**config.mk**
```make
export PLATFORM = sky130hd
export DESIGN_NAME = writeback_top
export DESIGN_NICKNAME = d
export VERILOG_FILES = /design/src/rtl/wb_pkg.sv /design/src/rtl/writeback_top.sv /design/src/rtl/store_drain.sv /design/src/rtl/store_queue.sv /design/src/rtl/arch_regfile.sv /design/src/rtl/writeback_stage.sv
export SDC_FILE = /design/constraint.sdc
export NUM_CORES = 2
export LEC_CHECK = 0
export ABC_AREA = 1
export BUFFER_PORTS_ARGS = -buffer_cell sky130_fd_sc_hd__buf_2
export CAP_MARGIN = 10
export CELL_PAD_IN_SITES_DETAIL_PLACEMENT = 0
export CELL_PAD_IN_SITES_GLOBAL_PLACEMENT = 1
export CORE_ASPECT_RATIO = 0.5
export CORE_MARGIN = 2
export CORE_UTILIZATION = 46
export CTS_BUF_LIST = sky130_fd_sc_hd__clkbuf_4 sky130_fd_sc_hd__clkbuf_8
export DETAILED_ROUTE_END_ITERATION = 8
export PLACE_DENSITY_LB_ADDON = 0.1
export SYNTH_ARGS = -nofsm -noshare
export SYNTH_HDL_FRONTEND = slang
export SYNTH_SLANG_ARGS = --single-unit
```
**constraint.sdc**
```tcl
create_clock -name clk -period 12.3 [get_ports clk]
set_input_delay 2.46 -clock clk [delete_from_list [all_inputs] [get_ports clk]]
set_output_delay 2.46 -clock clk [all_outputs]
set_load 0.05 [all_outputs]
```
**src/rtl/wb_pkg.sv**
```systemverilog
package wb_pkg;

    localparam int NUM_SLOTS = 4;  // result slots per retiring instruction

    typedef logic [63:0] wb_data_t;
    typedef logic [31:0] addr_t;
    typedef logic [2:0]  reg_idx_t;
    typedef logic [1:0]  op_size_t;   // 0 byte, 1 word, 2 dword, 3 qword
    typedef logic [3:0]  size_ovr_t;  // one-hot, zero means use op_size
    typedef logic [31:0] gpr_data_t;
    typedef logic [15:0] seg_data_t;
    typedef logic [$clog2(NUM_SLOTS)-1:0] slot_idx_t;

    localparam op_size_t SIZE_QWORD = 2'd3;

    typedef struct packed {
        wb_data_t data;
        addr_t    dest;
        logic     is_reg;
        logic     is_seg;
        logic     is_mem;
        logic     wb_en;
    } wb_slot_t;

    typedef struct packed {
        wb_slot_t [NUM_SLOTS-1:0] slot;
        op_size_t                 op_size;
        size_ovr_t                size_ovr;
        addr_t                    eip;        // fall-through
        logic                     ld_eip_cs;  // far jump, target in slot 0
        logic                     br_valid;
        logic                     br_taken;
        logic                     br_correct;
        addr_t                    br_fip;
    } wb_instr_t;

    typedef struct packed {
        addr_t    addr;
        wb_data_t data;
        op_size_t size;
    } store_req_t;

    typedef struct packed {
        logic      en;
        reg_idx_t  idx;
        gpr_data_t data;
    } reg_write_t;

    typedef enum logic {
        DRAIN_IDLE,
        DRAIN_BUS
    } drain_state_t;

endpackage
```
**src/rtl/writeback_top.sv**
```systemverilog
`timescale 1ns/1ps

module writeback_top import wb_pkg::*; #(
    parameter int QUEUE_DEPTH = 2
) (
    input  logic       clk,
    input  logic       rst_n,
    input  logic       valid_in,
    input  wb_instr_t  instr,
    input  reg_idx_t   rd_idx,
    input  logic       wb_ack,
    output logic       stall,
    output addr_t      new_eip,
    output logic       is_resteer,
    output gpr_data_t  gpr_rd_data,
    output seg_data_t  seg_rd_data,
    output logic       wb_cyc,
    output logic       wb_stb,
    output logic       wb_we,
    output addr_t      wb_adr,
    output wb_data_t   wb_dat_w,
    output logic [7:0] wb_sel
);

    reg_write_t [NUM_SLOTS-1:0] gpr_wr;
    reg_write_t [NUM_SLOTS-1:0] seg_wr;
    logic                       push;
    store_req_t                 push_req;
    logic                       queue_full;
    logic                       queue_empty;
    store_req_t                 queue_head;
    logic                       pop;

    writeback_stage i_stage (
        .clk        (clk),
        .rst_n      (rst_n),
        .valid_in   (valid_in),
        .instr      (instr),
        .queue_full (queue_full),
        .stall      (stall),
        .gpr_wr     (gpr_wr),
        .seg_wr     (seg_wr),
        .push       (push),
        .push_req   (push_req),
        .new_eip    (new_eip),
        .is_resteer (is_resteer)
    );

    arch_regfile i_regfile (
        .clk         (clk),
        .rst_n       (rst_n),
        .gpr_wr      (gpr_wr),
        .seg_wr      (seg_wr),
        .rd_idx      (rd_idx),
        .gpr_rd_data (gpr_rd_data),
        .seg_rd_data (seg_rd_data)
    );

    store_queue #(.QUEUE_DEPTH(QUEUE_DEPTH)) i_queue (
        .clk      (clk),
        .rst_n    (rst_n),
        .push     (push),
        .push_req (push_req),
        .pop      (pop),
        .head     (queue_head),
        .full     (queue_full),
        .empty    (queue_empty)
    );

    store_drain i_drain (
        .clk      (clk),
        .rst_n    (rst_n),
        .head     (queue_head),
        .empty    (queue_empty),
        .wb_ack   (wb_ack),
        .pop      (pop),
        .wb_cyc   (wb_cyc),
        .wb_stb   (wb_stb),
        .wb_we    (wb_we),
        .wb_adr   (wb_adr),
        .wb_dat_w (wb_dat_w),
        .wb_sel   (wb_sel)
    );

endmodule

```
**src/rtl/store_drain.sv**
```systemverilog
`timescale 1ns/1ps

module store_drain import wb_pkg::*; (
    input  logic       clk,
    input  logic       rst_n,
    input  store_req_t head,
    input  logic       empty,
    input  logic       wb_ack,
    output logic       pop,
    output logic       wb_cyc,
    output logic       wb_stb,
    output logic       wb_we,
    output addr_t      wb_adr,
    output wb_data_t   wb_dat_w,
    output logic [7:0] wb_sel
);

    drain_state_t state;
    store_req_t   req_q;
    logic [2:0]   lane_off;
    logic [7:0]   size_mask;

    assign pop = (state == DRAIN_IDLE) & ~empty;

    always_ff @(posedge clk or negedge rst_n) begin
        if (!rst_n) begin
            state <= DRAIN_IDLE;
        end else begin
            case (state)
                DRAIN_IDLE: if (!empty) state <= DRAIN_BUS;
                DRAIN_BUS:  if (wb_ack) state <= DRAIN_IDLE;  // idle one cycle between stores
                default:    state <= DRAIN_IDLE;
            endcase
        end
    end

    always_ff @(posedge clk) begin
        if (pop) begin
            req_q <= head;
        end
    end

    always_comb begin
        case (req_q.size)
            2'd0:    size_mask = 8'h01;
            2'd1:    size_mask = 8'h03;
            2'd2:    size_mask = 8'h0f;
            default: size_mask = 8'hff;
        endcase
    end

    assign lane_off = req_q.addr[2:0];
    assign wb_cyc   = (state == DRAIN_BUS);
    assign wb_stb   = (state == DRAIN_BUS);
    assign wb_we    = 1'b1;  // write-only master
    assign wb_adr   = {req_q.addr[31:3], 3'b000};
    assign wb_dat_w = req_q.data << {lane_off, 3'b000};
    assign wb_sel   = size_mask << lane_off;

    // classic cycle holds until the slave acks
    a_hold_until_ack: assert property (
        @(posedge clk) disable iff (!rst_n)
        (wb_stb && !wb_ack) |=> (wb_stb && $stable(wb_adr) && $stable(wb_sel)
                                  && $stable(wb_dat_w))
    );

endmodule

```
**src/rtl/store_queue.sv**
```systemverilog
`timescale 1ns/1ps

module store_queue import wb_pkg::*; #(
    parameter int QUEUE_DEPTH = 2
) (
    input  logic       clk,
    input  logic       rst_n,
    input  logic       push,
    input  store_req_t push_req,
    input  logic       pop,
    output store_req_t head,
    output logic       full,
    output logic       empty
);

    localparam int PTR_W = $clog2(QUEUE_DEPTH);

    store_req_t       mem [QUEUE_DEPTH];
    logic [PTR_W-1:0] wr_ptr;
    logic [PTR_W-1:0] rd_ptr;
    logic [PTR_W:0]   count;

    assign full  = (count == (PTR_W + 1)'(QUEUE_DEPTH));
    assign empty = (count == '0);
    assign head  = mem[rd_ptr];

    always_ff @(posedge clk) begin
        if (push) begin
            mem[wr_ptr] <= push_req;
        end
    end

    // pointers wrap on their own, depth is a power of two
    always_ff @(posedge clk or negedge rst_n) begin
        if (!rst_n) begin
            wr_ptr <= '0;
            rd_ptr <= '0;
            count  <= '0;
        end else begin
            if (push) begin
                wr_ptr <= wr_ptr + 1'b1;
            end
            if (pop) begin
                rd_ptr <= rd_ptr + 1'b1;
            end
            case ({push, pop})
                2'b10:   count <= count + 1'b1;
                2'b01:   count <= count - 1'b1;
                default: count <= count;
            endcase
        end
    end

    a_no_overflow: assert property (
        @(posedge clk) disable iff (!rst_n) push |-> !full
    );

    a_no_underflow: assert property (
        @(posedge clk) disable iff (!rst_n) pop |-> !empty
    );

endmodule

```
**src/rtl/arch_regfile.sv**
```systemverilog
`timescale 1ns/1ps

module arch_regfile import wb_pkg::*; (
    input  logic                         clk,
    input  logic                         rst_n,
    input  reg_write_t [NUM_SLOTS-1:0]   gpr_wr,
    input  reg_write_t [NUM_SLOTS-1:0]   seg_wr,
    input  reg_idx_t                     rd_idx,
    output gpr_data_t                    gpr_rd_data,
    output seg_data_t                    seg_rd_data
);

    localparam int NUM_REGS = 1 << $bits(reg_idx_t);

    gpr_data_t gpr_q [NUM_REGS];
    seg_data_t seg_q [NUM_REGS];

    // later slots overwrite earlier ones on the same index
    always_ff @(posedge clk or negedge rst_n) begin
        if (!rst_n) begin
            for (int r = 0; r < NUM_REGS; r++) begin
                gpr_q[r] <= '0;
            end
        end else begin
            for (int i = 0; i < NUM_SLOTS; i++) begin
                if (gpr_wr[i].en) begin
                    gpr_q[gpr_wr[i].idx] <= gpr_wr[i].data;
                end
            end
        end
    end

    always_ff @(posedge clk or negedge rst_n) begin
        if (!rst_n) begin
            for (int r = 0; r < NUM_REGS; r++) begin
                seg_q[r] <= '0;
            end
        end else begin
            for (int i = 0; i < NUM_SLOTS; i++) begin
                if (seg_wr[i].en) begin
                    seg_q[seg_wr[i].idx] <= seg_wr[i].data[15:0];  // selectors are 16 bit
                end
            end
        end
    end

    assign gpr_rd_data = gpr_q[rd_idx];
    assign seg_rd_data = seg_q[rd_idx];

endmodule

```
**src/rtl/writeback_stage.sv**
```systemverilog
`timescale 1ns/1ps

module writeback_stage import wb_pkg::*; (
    input  logic                         clk,
    input  logic                         rst_n,
    input  logic                         valid_in,
    input  wb_instr_t                    instr,
    input  logic                         queue_full,
    output logic                         stall,
    output reg_write_t [NUM_SLOTS-1:0]   gpr_wr,
    output reg_write_t [NUM_SLOTS-1:0]   seg_wr,
    output logic                         push,
    output store_req_t                   push_req,
    output addr_t                        new_eip,
    output logic                         is_resteer
);

    logic [NUM_SLOTS-1:0] mem_hit;
    logic                 any_mem;
    logic                 accept;
    slot_idx_t            mem_sel;
    op_size_t             st_size;
    addr_t                target_eip;

    always_comb begin
        for (int i = 0; i < NUM_SLOTS; i++) begin
            mem_hit[i] = instr.slot[i].is_mem & instr.slot[i].wb_en;
        end
    end

    assign any_mem = |mem_hit;
    assign stall   = valid_in & any_mem & queue_full;  // only stores wait on the queue
    assign accept  = valid_in & ~stall;

    // register and segment loads, one per slot
    always_comb begin
        for (int i = 0; i < NUM_SLOTS; i++) begin
            gpr_wr[i].en   = accept & instr.slot[i].is_reg & instr.slot[i].wb_en;
            gpr_wr[i].idx  = instr.slot[i].dest[2:0];
            gpr_wr[i].data = instr.slot[i].data[31:0];
            seg_wr[i].en   = accept & instr.slot[i].is_seg & instr.slot[i].wb_en;
            seg_wr[i].idx  = instr.slot[i].dest[2:0];
            seg_wr[i].data = instr.slot[i].data[31:0];
        end
    end

    // lowest memory slot wins
    always_comb begin
        mem_sel = '0;
        for (int i = NUM_SLOTS - 1; i >= 0; i--) begin
            if (mem_hit[i]) begin
                mem_sel = slot_idx_t'(i);
            end
        end
    end

    always_comb begin
        st_size = instr.op_size;
        for (int b = 0; b < $bits(size_ovr_t); b++) begin
            if (instr.size_ovr[b]) begin
                st_size = op_size_t'(b);
            end
        end
        if (instr.ld_eip_cs) begin
            st_size = SIZE_QWORD;  // eip and cs pushed together
        end
    end

    assign push          = accept & any_mem;
    assign push_req.addr = instr.slot[mem_sel].dest;
    assign push_req.data = instr.slot[mem_sel].data;
    assign push_req.size = st_size;

    assign target_eip = instr.ld_eip_cs ? instr.slot[0].data[31:0] : instr.br_fip;
    assign new_eip    = instr.br_taken ? target_eip : instr.eip;

    always_ff @(posedge clk or negedge rst_n) begin
        if (!rst_n) begin
            is_resteer <= 1'b0;
        end else begin
            is_resteer <= accept & instr.br_valid & ~instr.br_correct;  // mispredict
        end
    end

    // upstream never sends two stores in one instruction
    a_one_mem_slot: assert property (
        @(posedge clk) disable iff (!rst_n)
        valid_in |-> $onehot0(mem_hit)
    );

    // split stores across a qword are not handled by the drain
    a_no_qword_cross: assert property (
        @(posedge clk) disable iff (!rst_n)
        push |-> (4'(push_req.addr[2:0]) + (4'd1 << push_req.size)) <= 4'd8
    );

endmodule

```
* Word-level counts from Yosys, hierarchy flattened
Memories as Yosys holds them, arrays and structs flattened. A register that Yosys moved wholly into a read port is not among the register bits.
Index checks and enable logic that the tools add are counted.
** Storage, ports and cells
- Output and inout port bits :: 189
- Memory bits (writable) :: 196
- Logic and storage cells :: 145
- Bits of input ports :: 481
- Memories :: 1
- Bits in registers :: 390
** Operators by class
- Shift-type cells :: 2
- Bitwise gates (word level) :: 36
- Magnitude comparators :: 10
- Reductions and logical operators :: 8
- Eq/ne operators :: 5
- Add/subtract/negate cells :: 4
- Muxes and demuxes :: 58
** Memory list
- i_queue.mem :: depth 2, width 98, rd ports 1, clocked after Yosys merged registers in 1, write ports 1, RTL line store_queue.sv:18 : store_req_t mem [QUEUE_DEPTH];
** Operators with widths (number)
- bitwise mux 256 bit :: 4
- two-way mux 256 bit :: 4
- bitwise mux 128 bit :: 4
- two-way mux 128 bit :: 4
- demux 32 bit (select 3 bit) :: 4
- two-way mux 32 bit :: 8
- binary-select mux 100 bit (select 2 bit) :: 1
- demux 16 bit (select 3 bit) :: 4
- two-way mux 100 bit :: 1
- binary-select mux 32 bit (select 3 bit) :: 1
- two-way mux 16 bit :: 6
- left shift 64 x 6 -> 64 bit :: 1
- binary-select mux 16 bit (select 3 bit) :: 1
- bitwise AND 1 bit :: 27
- one-hot mux 8 bit (3 select lines) :: 1
- >= comparator 4 bit, second input constant :: 5
- inverter 3 -> 4 bit :: 5
- two-way mux 2 bit :: 9
- < comparator 4 x 1 -> 1 bit, second input constant :: 4
- left shift 8 x 3 -> 8 bit :: 1
- == test 2 bit, second input constant :: 3
- == test 2 x 1 -> 1 bit, second input constant :: 2
- logical AND 1 bit :: 4
- logical NOT 2 bit :: 2
- other kinds (10) :: 17

* Depth between registers and ports, before layout
- Depth in word-level cells :: 15
- Mapped depth :: 15
- Gate-level depth less buffers :: 12

* Hierarchy
From an unflattened synthesis, not the netlist that was laid out.
** Unflattened totals
- Cells, all modules :: 8694
- Area, all modules :: 54040.6 µm²
** Modules (own cells, without submodules)
- arch_regfile :: area an instance 33243.1 µm², seq. area each 9609.2 µm², times used 1, cells an instance 5947
- writeback_stage :: area an instance 7810.0 µm², seq. area each 25.0 µm², times used 1, cells an instance 1610
- store_queue :: area an instance 7757.4 µm², seq. area each 5985.7 µm², times used 1, cells an instance 536
- store_drain :: area an instance 5230.0 µm², seq. area each 2967.8 µm², times used 1, cells an instance 601

* Worst setup path after synthesis
Ideal clock, no wire load.
- Path type :: input to register
- Start :: in instr[274] (netlist bit)
- End :: mem i_queue.mem[0][0] (netlist bit) (enable)
- Slack :: 4.593 ns
- Setup time :: 0.556 ns
- Data arrival time :: 7.151 ns
- Stages :: 7
- Cell sequence :: nand2_1 -> nand2_1 -> inv_2 -> nand2_1 -> a21oi_4 -> nand2_1 -> nor2_1
** Between the ends
- Cells in the longest elaborated chain, start to end :: 9
** Ends and longest elaborated chain
- from (decl) :: RTL line writeback_top.sv:9 : input wb_instr_t instr,
- bitwise AND 1 bit * :: RTL line writeback_stage.sv:27 : mem_hit[i] = instr.slot[i].is_mem & instr.slot[i].wb_en;
- OR reduction 4 bit * :: RTL line writeback_stage.sv:31 : assign any_mem = |mem_hit;
- bitwise AND 1 bit (2 in a row) :: RTL line writeback_stage.sv:32 : assign stall = valid_in & any_mem & queue_full;
- inverter 1 bit :: RTL line writeback_stage.sv:33 : assign accept = valid_in & ~stall;
- bitwise AND 1 bit :: RTL line writeback_stage.sv:33
- bitwise AND 1 bit * :: RTL line writeback_stage.sv:69 : assign push = accept & any_mem;
- two-way mux 1 bit * :: RTL line store_queue.sv:28 : if (push) begin
- two-way mux 1 bit (not written as such) * :: RTL line store_queue.sv:29 : mem[wr_ptr] <= push_req;
- to (decl) :: RTL line store_queue.sv:18
Mark *: on every way between the ends. The rest lies on a longest branch, timed or not.

* Worst setup path after layout
- Start :: in rd_idx[0]
- End :: out seg_rd_data[6]
** Between the ends
- Cells in the longest elaborated chain, start to end :: 4
** Ends and longest elaborated chain
- from (decl) :: RTL line writeback_top.sv:10 : input reg_idx_t rd_idx,
- inverter 3 -> 4 bit (not written as such) :: RTL line arch_regfile.sv:48 : assign seg_rd_data = seg_q[rd_idx];
- binary-select mux 16 bit (select 3 bit) :: RTL line arch_regfile.sv:48
- two-way mux 16 bit (not written as such) (2 in a row) :: RTL line arch_regfile.sv:48
- to (decl) :: RTL line writeback_top.sv:16 : output seg_data_t seg_rd_data,
Every way passes these cells. The select of a mux whose other input is x is not followed.

==> results_dict.tcl <==
set metrics [dict create \
    status "finished, final reports clean" \
    period_minus_slack_ps 8220 \
    endpoint_kind "output port" \
    n_fill_cell 10979 \
    synth_area_um2 49300 \
    cts_root_buffer "clkbuf_8" \
    port-buffer-count 665 \
    die_area_um2 110000 \
    drt-initial-drc-count 8275 \
    pwr_density_cell_nw_per_um2 200 \
    worst_pin_slew_ps 1360 \
    worst_ep_required_time_ps 9840 \
    viasPerCell 6.00 \
    yosysTopAreaCell "nand2_1" \
    vdd_drop_max_mv 0.194 \
    rsz0062_at_grt "false" \
    drive_above_1_share 0.129 \
    r2r_end "i_regfile.seg_q[124]" \
    hold_viol 0 \
    reg2reg_setup_slack_ps 7980 \
    max_cap_violations 0 \
    firstDrtPassIters 6 \
    worst-r2r-cell-count 13 \
    path_max_fanout 111 \
    synth_area_per_cell_um2 6.29 \
    finalCritPeriodShare 0.669 \
    crit_path_max_incr_delay_ps 830 \
    clk_pin_slew_ps 90 \
    criticalPathCategory "in2out" \
    total_leakage_power_nw 26.9 \
    slew_viol_final 0 \
    final.setup.tns_ps 0 \
    power_mw 11.1 \
    area_delta_synth_final_pct 12.1 \
    postRouteAntennaNets 0 \
    dp_hpwl_um 155000 \
    grt_pass1_vias 50878 \
    r2r-start "i_queue.count[0]" \
    dieHeight_um 235 \
    postCtsSetupBuffers 0 \
    relSlewSlack 0.0914 \
    clock-skew-final_ps 65.8 \
    crit_arrival_ps 5760 \
    grt_max_degree 152 \
    grt_pass1_wl_um 355000 \
    cp_slowest_cell "buf_4" \
    die-width_um 467 \
    cts_resized 0 \
    synth.distinct_cells 34 \
    setup_violations 0 \
    fmax_ghz 0.122 \
    crit_chain "buf_6 -> inv_6 -> buf_4 -> o21ai_0 -> o22ai_1 -> nor2_1 -> a31oi_1 -> buf_2" \
    htreeDepth 3 \
    wl_per_cell_um 26.1 \
    antenna_found_initial 15 \
    yosysTopAreaCellShare 0.221 \
    ys_ff_latch 684 \
    hold_class "reg2reg" \
    endpoint "seg_rd_data[6]" \
    yosys_warnings 0 \
    clk_latency_ps 860 \
    core_um2 106000 \
    cts_tree "done" \
    cp-startpoint "rd_idx[0]" \
    final_nets 8553 \
    initial_core_util 0.466 \
    rows 84 \
    grt_overflow 0 \
    syn_inst 7830 \
    clock_sinks 684 \
    synth_seq_area_share 0.377 \
    drcViolationCount 0 \
    track_usage 0.437 \
    synth.area.top_cells "nand2_1 (22%), dfrtp_1 (20%), edfxtp_1 (18%)" \
    io_pins 670 \
    clockBufferDepth 3 \
    vias 57521 \
    gp_congestion 0.949 \
    cts-buffers-inserted 108 \
    cts_hold_buf 0 \
    wirelength_um 250000 \
    startpoint_type "input port" \
]
-- how the worst min path moves through the flow --
stage	start	endpoint	cells past startpoint
global route	i_queue.mem[0][51]	i_drain.req_q[51]	2
floorplan	i_queue.count[0]	i_queue.count[0]	1
CTS	i_queue.mem[1][89]	i_drain.wb_adr[23]	2
finish	i_queue.mem[1][89]	i_drain.wb_adr[23]	2
detailed placement	i_queue.mem[0][51]	i_drain.req_q[51]	2
global placement	i_queue.mem[0][45]	i_drain.req_q[45]	2
-- cell families (layout without fill, tap and decap cells) --
logic type	count (synthesis)	count (layout)	synth area share
AND/OR/NAND/NOR	4141	4141	0.327
other	2	19	0.000152
adder cells (fa/ha/maj)	1	1	0.000254
XOR/XNOR	4	4	0.000711
multiplexers	20	20	0.00406
flip-flops	684	684	0.377
AO/OA/AOI/OAI	1857	1857	0.200
buffers and inverters	1121	1437	0.0906
-- registers in the layout (all words and copies together), names as in the netlist --
signal	flops
i_queue.count	2
i_stage.is_resteer	1
i_regfile.seg_q	128
i_drain.req_q	66
i_queue.wr_ptr	1
i_queue.rd_ptr	1
i_regfile.gpr_q	256
i_drain.lane_off	3
i_drain.wb_adr	29
i_queue.mem	196
i_drain.wb_cyc	1
-- power breakdown --
group	switching (mW)	total, mW	internal [mW]	leakage, nW
combinational	3.59	4.98	1.39	18.2
sequential	0.585	3.91	3.33	7.51
clock	1.08	2.16	1.09	1.17
total	5.25	11.1	5.81	26.9
-- routing by layer --
layer	track usage	part of all wire
met1	0.570	0.38
met4	0.263	0.068
met3	0.135	0.14
met2	0.634	0.42
met5	0	0.00067
-- stage by stage --
| stage | hold WS, ps | cell area, um^2 | utilization | cells | setup slack (ps) |
|---|---|---|---|---|---|
| after floorplan | 482 | 49300 | - | 7832 | 4590 |
| after global placement | 492 | 52900 | 0.501 | 9380 | 4290 |
| after detailed placement | 495 | 52900 | 0.501 | 9380 | 4220 |
| after CTS | 497 | 55200 | 0.522 | 9567 | 4210 |
| after global routing | 520 | 55200 | 0.522 | 9575 | 4090 |
| final | 504 | 55200 | 0.523 | 9582 | 4080 |
-- area by class of cell --
type                       count  area [um^2]  share of cell area
multi-input combinational   6027        26500               0.480
clock buffer                 152         1900              0.0345
sequential                   684        18600               0.337
tap                         1419         1780              0.0322
clock inverter                35          317             0.00574
inverter                     452         1720              0.0312
antenna                       15         37.5            0.000680
timing repair buffer         798         4370              0.0792
-- critical path: cells and delay by family --
family                 cells  cell delay (ps)
and+or+nand+nor            1               60
buffers and inverters      4             2160
AOI/OAI and AO/OA          3             1000
-- synth_stat cells (all sizes together) --
| cell | n |
|---|---|
| nor3 | 21 |
| conb | 2 |
| a31oi | 117 |
| o32ai | 61 |
| nand3 | 260 |
| mux2i | 20 |
| a22oi | 3 |
| clkinv | 51 |
| nand2 | 2905 |
| dfrtp | 390 |
| edfxtp | 294 |
| nand4 | 72 |
| clkbuf | 448 |
| xor2 | 3 |
| a221oi | 16 |
| inv | 401 |
| o211ai | 11 |
| o22ai | 40 |
| xnor2 | 1 |
| o21bai | 1 |
| o21ai | 642 |
| buf | 221 |
| nor2 | 883 |
| ha | 1 |
| a21oi | 966 |
-- cells in the final DEF (no fill, tap or decap), types with 20 or more instances in the layout --
| master | n |
|---|---|
| nand2_1 | 2898 |
| a21oi_1 | 964 |
| nor2_1 | 854 |
| buf_2 | 662 |
| o21ai_0 | 641 |
| dfrtp_1 | 389 |
| inv_1 | 380 |
| edfxtp_1 | 294 |
| nand3_1 | 253 |
| buf_4 | 132 |
| clkbuf_8 | 122 |
| a31oi_1 | 117 |
| nand4_1 | 67 |
| clkinv_1 | 61 |
| o32ai_1 | 61 |
| o22ai_1 | 40 |
| clkbuf_4 | 30 |
| mux2i_1 | 20 |
| nor3_1 | 20 |
| nor2_4 | 20 |
Power figures use the tool's default switching activity.
